==> config.mk <==
export PLATFORM = sky130hd
export DESIGN_NAME = reflex_arc_top
export DESIGN_NICKNAME = d
export VERILOG_FILES = /design/src/common/reflex_pkg.sv /design/src/afferent/afferent_encoder.sv /design/src/motoneuron/motoneuron.sv /design/src/rtl/param_bank.sv /design/src/rtl/reflex_arc_top.sv
export VERILOG_INCLUDE_DIRS = /design/src /design/src/common
export SDC_FILE = /design/constraint.sdc
export NUM_CORES = 2
export LEC_CHECK = 0
export BUFFER_PORTS_ARGS = -buffer_cell sky130_fd_sc_hd__buf_2
export CAP_MARGIN = 20
export CORE_MARGIN = 5
export CORE_UTILIZATION = 41
export DETAILED_ROUTE_END_ITERATION = 12
export PLACE_DENSITY_LB_ADDON = 0.2
export SYNTH_ARGS = -nofsm -noshare
export SYNTH_HDL_FRONTEND = slang
export SYNTH_SLANG_ARGS = --single-unit
export TNS_END_PERCENT = 50
==> constraint.sdc <==
create_clock -name ep50trig -period 17.55 [get_ports ep50trig]
set_input_delay 1.755 -clock ep50trig [delete_from_list [all_inputs] [get_ports ep50trig]]
set_output_delay 1.755 -clock ep50trig [all_outputs]
set_load 0.01 [all_outputs]
==> src/common/reflex_cfg.svh <==
`ifndef REFLEX_CFG_SVH
`define REFLEX_CFG_SVH

////////////////////////////////////////////////////////////
// widths
////////////////////////////////////////////////////////////
// parameter word, phase accumulator, membrane
`define RA_WORD_W 32
// length, sensitivity, gain, spike count
`define RA_HALF_W 16
// parameter selector
`define RA_SEL_W 2

////////////////////////////////////////////////////////////
// values after reset
////////////////////////////////////////////////////////////
`define RA_THRESH_DEFAULT 32'h0004_0000
// zero sensitivity keeps both afferents silent
`define RA_SENS_DEFAULT 16'h0000
`define RA_GAIN_DEFAULT 16'h0000

// membrane loses mem >> shift per cycle
`define RA_LEAK_SHIFT 4

// selector codes, code 3 unused
`define RA_SEL_SENS 2'd0
`define RA_SEL_GAIN 2'd1
`define RA_SEL_THRESH 2'd2

`endif

==> src/common/reflex_pkg.sv <==
`default_nettype none

package reflex_pkg;

    `include "reflex_cfg.svh"

    // which parameter word a load strobe writes
    typedef enum logic [`RA_SEL_W-1:0]
    {
        SEL_SENS   = `RA_SEL_SENS,
        SEL_GAIN   = `RA_SEL_GAIN,
        SEL_THRESH = `RA_SEL_THRESH
    } param_sel_e;

    // one loaded word, read whole or as Ia/II halves
    typedef union packed
    {
        logic [`RA_WORD_W-1:0] raw;
        struct packed
        {
            // Ia ending
            logic [`RA_HALF_W-1:0] hi;
            // II ending
            logic [`RA_HALF_W-1:0] lo;
        } pair;
    } param_word_u;

    // phase step of one afferent, length times sensitivity
    function automatic logic [`RA_WORD_W-1:0] phase_step(
        input logic [`RA_HALF_W-1:0] len,
        input logic [`RA_HALF_W-1:0] sens
    );
        return len * sens;
    endfunction

    // charge lost by the membrane in one cycle
    function automatic logic [`RA_WORD_W-1:0] leak_of(input logic [`RA_WORD_W-1:0] mem);
        return mem >> `RA_LEAK_SHIFT;
    endfunction

endpackage

`default_nettype wire

==> src/afferent/afferent_encoder.sv <==
`default_nettype none

`include "reflex_cfg.svh"

module afferent_encoder
(
    input  wire                    ep50trig,
    input  wire                    reset_sim,
    // muscle length, unsigned
    input  wire [`RA_HALF_W-1:0]   i_len,
    // ending sensitivity from the bank
    input  wire [`RA_HALF_W-1:0]   i_sens,
    // one-cycle spike
    output logic                   o_spike
);

    import reflex_pkg::*;

    ////////////////////////////////////////////////////////////
    // phase accumulator
    ////////////////////////////////////////////////////////////
    logic [`RA_WORD_W-1:0] phase_q;
    logic [`RA_WORD_W-1:0] step;
    // one extra bit catches the wrap
    logic [`RA_WORD_W:0]   phase_sum;

    // rate ~ len * sens / 2^32 spikes per cycle
    assign step      = phase_step(i_len, i_sens);
    assign phase_sum = {1'b0, phase_q} + {1'b0, step};

    always_ff @(posedge ep50trig or posedge reset_sim)
    begin
        if (reset_sim)
        begin
            phase_q <= '0;
            o_spike <= 1'b0;
        end
        else
        begin
            // keep the remainder for the next period
            phase_q <= phase_sum[`RA_WORD_W-1:0];
            // carry out is the spike, one cycle late
            o_spike <= phase_sum[`RA_WORD_W];
        end
    end

endmodule

`default_nettype wire

==> src/motoneuron/motoneuron.sv <==
`default_nettype none

`include "reflex_cfg.svh"

module motoneuron
(
    input  wire                    ep50trig,
    input  wire                    reset_sim,
    // afferent spike pulses
    input  wire                    i_ia_spike,
    input  wire                    i_ii_spike,
    // synaptic weights per ending
    input  wire [`RA_HALF_W-1:0]   i_ia_gain,
    input  wire [`RA_HALF_W-1:0]   i_ii_gain,
    input  wire [`RA_WORD_W-1:0]   i_threshold,
    output logic                   o_spike,
    // own spikes, wraps around
    output logic [`RA_HALF_W-1:0]  o_spike_count
);

    import reflex_pkg::*;

    ////////////////////////////////////////////////////////////
    // synaptic input
    ////////////////////////////////////////////////////////////
    logic [`RA_WORD_W-1:0] syn_ia;
    logic [`RA_WORD_W-1:0] syn_ii;

    // gain only passes while its spike is high
    assign syn_ia = i_ia_spike ? {{(`RA_WORD_W-`RA_HALF_W){1'b0}}, i_ia_gain} : '0;
    assign syn_ii = i_ii_spike ? {{(`RA_WORD_W-`RA_HALF_W){1'b0}}, i_ii_gain} : '0;

    ////////////////////////////////////////////////////////////
    // leaky membrane
    ////////////////////////////////////////////////////////////
    logic [`RA_WORD_W-1:0] mem_q;
    logic [`RA_WORD_W-1:0] mem_leaked;
    // extra bit, the sum may pass 2^32
    logic [`RA_WORD_W:0]   mem_next;
    logic                  fire;

    // leak never exceeds the membrane, no underflow
    assign mem_leaked = mem_q - leak_of(mem_q);
    assign mem_next   = {1'b0, mem_leaked} + {1'b0, syn_ia} + {1'b0, syn_ii};
    // at or above threshold
    assign fire       = (mem_next >= {1'b0, i_threshold});

    always_ff @(posedge ep50trig or posedge reset_sim)
    begin
        if (reset_sim)
        begin
            mem_q         <= '0;
            o_spike       <= 1'b0;
            o_spike_count <= '0;
        end
        else if (fire)
        begin
            // spike and restart from rest
            mem_q         <= '0;
            o_spike       <= 1'b1;
            o_spike_count <= o_spike_count + 1'b1;
        end
        else
        begin
            // below threshold, fits in the word
            mem_q   <= mem_next[`RA_WORD_W-1:0];
            o_spike <= 1'b0;
        end
    end

endmodule

`default_nettype wire

==> src/rtl/param_bank.sv <==
`default_nettype none

`include "reflex_cfg.svh"

module param_bank
(
    input  wire                        ep50trig,
    input  wire                        reset_sim,
    // one-cycle load strobe from the host side
    input  wire                        i_load,
    input  reflex_pkg::param_sel_e     i_load_sel,
    input  reflex_pkg::param_word_u    i_load_data,
    output logic [`RA_HALF_W-1:0]      o_ia_sens,
    output logic [`RA_HALF_W-1:0]      o_ii_sens,
    output logic [`RA_HALF_W-1:0]      o_ia_gain,
    output logic [`RA_HALF_W-1:0]      o_ii_gain,
    output logic [`RA_WORD_W-1:0]      o_threshold
);

    import reflex_pkg::*;

    ////////////////////////////////////////////////////////////
    // parameter words
    ////////////////////////////////////////////////////////////
    // hi half feeds Ia, lo half feeds II
    param_word_u sens_q;
    param_word_u gain_q;
    // used whole
    param_word_u thresh_q;

    always_ff @(posedge ep50trig or posedge reset_sim)
    begin
        if (reset_sim)
        begin
            sens_q.pair.hi <= `RA_SENS_DEFAULT;
            sens_q.pair.lo <= `RA_SENS_DEFAULT;
            gain_q.pair.hi <= `RA_GAIN_DEFAULT;
            gain_q.pair.lo <= `RA_GAIN_DEFAULT;
            thresh_q.raw   <= `RA_THRESH_DEFAULT;
        end
        else if (i_load)
        begin
            // selector picks the word, unknown code dropped
            case (i_load_sel)
                SEL_SENS:   sens_q   <= i_load_data;
                SEL_GAIN:   gain_q   <= i_load_data;
                SEL_THRESH: thresh_q <= i_load_data;
                default:
                begin
                    // code 3, nothing written
                end
            endcase
        end
    end

    ////////////////////////////////////////////////////////////
    // split into the two endings
    ////////////////////////////////////////////////////////////
    assign o_ia_sens   = sens_q.pair.hi;
    assign o_ii_sens   = sens_q.pair.lo;
    assign o_ia_gain   = gain_q.pair.hi;
    assign o_ii_gain   = gain_q.pair.lo;
    assign o_threshold = thresh_q.raw;

endmodule

`default_nettype wire

==> src/rtl/reflex_arc_top.sv <==
`default_nettype none

`include "reflex_cfg.svh"

module reflex_arc_top
(
    input  wire                    ep50trig,
    input  wire                    reset_sim,
    // parameter load port
    input  wire                    i_load,
    input  wire [`RA_SEL_W-1:0]    i_load_sel,
    input  wire [`RA_WORD_W-1:0]   i_load_data,
    // muscle length seen by both endings
    input  wire [`RA_HALF_W-1:0]   i_len,
    output wire                    o_ia_spike,
    output wire                    o_ii_spike,
    output wire                    o_mn_spike,
    output wire [`RA_HALF_W-1:0]   o_mn_count
);

    ////////////////////////////////////////////////////////////
    // parameter bank
    ////////////////////////////////////////////////////////////
    wire [`RA_HALF_W-1:0] ia_sens;
    wire [`RA_HALF_W-1:0] ii_sens;
    wire [`RA_HALF_W-1:0] ia_gain;
    wire [`RA_HALF_W-1:0] ii_gain;
    wire [`RA_WORD_W-1:0] threshold;

    param_bank param_bank_inst
    (
        .ep50trig    (ep50trig),
        .reset_sim   (reset_sim),
        .i_load      (i_load),
        // raw code to selector, code 3 ignored in the bank
        .i_load_sel  (reflex_pkg::param_sel_e'(i_load_sel)),
        .i_load_data (i_load_data),
        .o_ia_sens   (ia_sens),
        .o_ii_sens   (ii_sens),
        .o_ia_gain   (ia_gain),
        .o_ii_gain   (ii_gain),
        .o_threshold (threshold)
    );

    ////////////////////////////////////////////////////////////
    // afferent endings
    ////////////////////////////////////////////////////////////
    // primary ending
    afferent_encoder ia_afferent
    (
        .ep50trig  (ep50trig),
        .reset_sim (reset_sim),
        .i_len     (i_len),
        .i_sens    (ia_sens),
        .o_spike   (o_ia_spike)
    );

    // secondary ending, same length, own sensitivity
    afferent_encoder ii_afferent
    (
        .ep50trig  (ep50trig),
        .reset_sim (reset_sim),
        .i_len     (i_len),
        .i_sens    (ii_sens),
        .o_spike   (o_ii_spike)
    );

    ////////////////////////////////////////////////////////////
    // motoneuron
    ////////////////////////////////////////////////////////////
    motoneuron motoneuron_inst
    (
        .ep50trig      (ep50trig),
        .reset_sim     (reset_sim),
        .i_ia_spike    (o_ia_spike),
        .i_ii_spike    (o_ii_spike),
        .i_ia_gain     (ia_gain),
        .i_ii_gain     (ii_gain),
        .i_threshold   (threshold),
        .o_spike       (o_mn_spike),
        .o_spike_count (o_mn_count)
    );

endmodule

`default_nettype wire

==> run summary <==
The flow ran to the end, and the final reports show no timing, DRC or antenna violations. The number of setup buffers added after CTS came out at 0. The distinct cell type count of the synthesized netlist is just under 70. The sequential cell area fraction in the yosys report came out at 17.97%. The DRC marker count from the first detailed-route iteration is 902. With fillers left out, the area of the finished cells amounts to 31530 um^2. The detailed router placed 20650 vias in this run. The routed wire length is 68840 um.

The most frequently used flop master after synthesis is dfrtp_1. The fraction of synthesized cell area taken by the top area cell type is 32.01%. The critical path is of the primary input to flip-flop type. In this run the remaining antenna-violating nets after routing total 0. Max-cap violations in this run came to 0.

The final-report hold violation count was 0. Measured along the x axis, the die boundary spans approximately 280 um. The number of placed I/O pins is 72. The total number of yosys warnings is 0. The number of sinks driven by the clock tree is 211.

The post-DP HPWL came out at 54990 um. The library cell used most frequently in the layout, excluding fill and tap cells, is inv_1. CTS placed an instance of clkbuf_16 at the clock tree root. The setup TNS after final layout came out at 0 ps. In the global route stage, met3 resource usage came out at 1.894%. Setup repair after global routing left no endpoint under its margin. The cell type with the highest aggregate area in the netlist is fa_1. The detailed-route DRC error count is 0. Global routing consumed, over all layers together, 18.45% of the routing resources. The area growth from synthesis to layout is 7.288%. The global-route track usage on met1 is between 20% and 30%. For this run, the top clock speed supported by timing is around 120 MHz. In this run the worst hold path is classified as flip-flop to flip-flop. The die footprint came out at 77140 um^2. TritonCTS built the clock tree. Data on the critical path is required at its endpoint by 18030 ps. The starting density of the core is 41.26%. The buffer levels on the longest clock path came out at 3. The critical path arrival is 8730 ps. The setup skew after layout came out at approximately 16 ps. The worst setup path startpoint is i_len[8]. In this run the tightest slew margin relative to its limit is 34.37%. The average instance area after synthesis came out at 9.414 um^2. The number of synthesized flops with an enable pin is 0. Counting flops with an async set or reset pin after synthesis yields a share of 100.0%. The measured slew at the worst slew-check pin came out at between 900 and 1000 ps. The number of max-slew violations in the final report came out at 0. The worst reg2reg path startpoint is motoneuron_inst.mem_q[4]. The total placed instance area came out at 30560 um^2. The met2 capacity usage during global routing is 33.11%. In this run the most critical hold path is launched from motoneuron_inst.o_spike_count[15]. The first global-routing pass estimated 118500 um of wire. The worst setup path is launched from a primary input.

In the finished design, the share of the clock period the worst path needs comes to 47.02%. The final worst-path setup slack is 9298 ps. In the layout the commonest cells are inv_1 (678), fa_1 (470), nand2_1 (431). The count of hold-fix buffers inserted at cts came out at 0. The remaining global-route overflow is 0. The global routing stage identified its most utilized layer as met2. The core footprint came out at 71240 um^2.

The largest net degree at the start of global routing came out at 103. The clock latency on the worst-skew pair came out at around 560 ps. The fraction of layout cells with a size suffix above 1 came out at 7.825%. The final-layout worst hold slack came out at 475.2 ps.

Setup violations remaining at the end of the flow were counted as 0. The number of global-route vias before repair came out at 23260. The initial antenna violation count is 0.

At the placement stage, the worst setup path has a slack of just under 9000 ps. The clock-pin transition on the worst setup and hold timing paths came out at around 60 ps. The count of buffers from port buffering came out at 71.

The length of the first detailed-routing pass in iterations is 7. The die span in y is 277.7 um. For the finished layout, the period the worst path requires is 8252 ps. The net total in the final layout came out at 3919. By area the synthesized netlist is led by fa_1 (32%), dfrtp_1 (18%), ha_1 (12%). In the synthesized netlist, the number of instances is 3122.

The endpoint class of the critical path is a flip-flop. The H-tree depth came out at 1. After synthesis the cells add up to between 20000 and 30000 um^2. The standard-cell row count came out at 98. The detail-routed via count per cell is 5.059. The register bit count reported by yosys is roughly 210. When the netlist entered floorplanning its net count stood at 3930. Of all nets on the critical path, the largest fanout is 32. The post-detailed-route wirelength per cell came out at 16.86 um. The number of buffers created by CTS came out at 26.

The routability congestion estimate from global placement came out at 0.8423. Once the clock tree was built, the resizer swapped 0 gates to a different size.
per-stage QoR:
step	std cells	util, %
5_1_grt	4081	44.26
3_3_place_gp	4033	42.90
2_1_floorplan	3122	-
4_1_cts	4081	44.26
3_5_place_dp	4033	42.90
6_report	4082	44.26
registers in the layout, indices dropped and copies added (netlist names), 16 cells and up:
name and cells:
ia_afferent.phase_q 32, motoneuron_inst.o_spike_count 16, param_bank_inst.sens_q 32, param_bank_inst.o_threshold 32, ii_afferent.phase_q 32, param_bank_inst.gain_q 32, motoneuron_inst.mem_q 32
routing by layer:
layer | vias up | share of wire [%]
met5 | - | 0
met4 | 0 | 2.1
met3 | 87 | 3.6
met2 | 344 | 51
met1 | 10670 | 43
li1 | 9549 | -
kinds of logic after synthesis:
logic type               Yosys count  share of synthesized area [%]
XOR/XNOR                         115                          3.452
AO/OA/AOI/OAI                    281                          6.356
buffers and inverters            800                          10.27
adder cells (fa/ha/maj)          755                          44.14
AND/OR/NAND/NOR                  862                          14.06
multiplexers                      98                          3.755
flip-flops                       211                          17.97
worst paths after layout:
path	depth (start not counted)	endpoint	slack [ps]
min in group asynchronous	2	param_bank_inst.gain_q[16]	1320
min	1	motoneuron_inst.o_spike_count[15]	480
min reg2reg	1	motoneuron_inst.o_spike_count[15]	480
max in group asynchronous	3	ii_afferent.phase_q[27]	14940
max	23	ia_afferent.o_spike	9300
max reg2reg	29	motoneuron_inst.o_spike_count[1]	9610
cells in the mapped netlist (all sizes together), types with 9 or more instances:
cell	instances
a211oi	11
a21o	50
a21oi	85
and2	186
and3	13
clkbuf	116
dfrtp	210
fa	470
ha	285
inv	679
mux2	98
nand2	431
nand2b	23
nand3	19
nand4	21
nor2	67
nor2b	46
nor3	23
o21a	11
o21ai	53
or3	9
xnor2	78
xor2	37
critical path, cell delays in order:
cell and delay (ps):
buf_2 580, nand2_1 170, fa_1 520, inv_1 50, fa_1 530, inv_1 50, fa_1 480, fa_1 540
inv_1 50, fa_1 490, fa_1 420, ha_1 370, a21o_1 200, a21o_1 190, a21o_1 170, a21oi_1 230
o21a_1 230, o21ai_0 280, nor2b_1 240, or4_1 510, a311o_1 290, a21oi_1 180, xnor2_1 140
cell type report:
class,count,area (um^2)
tap,950,1189
sequential,211,5281
multi-input combinational,2111,21100
fill,6997,39710
antenna,1,2.502
clock buffer,30,705.7
clock inverter,18,264.0
timing repair buffer,82,437.9
inverter,679,2556
Power is not shown: default switching activity piles up to over one toggle a cycle in this logic, so the estimate is an artifact.
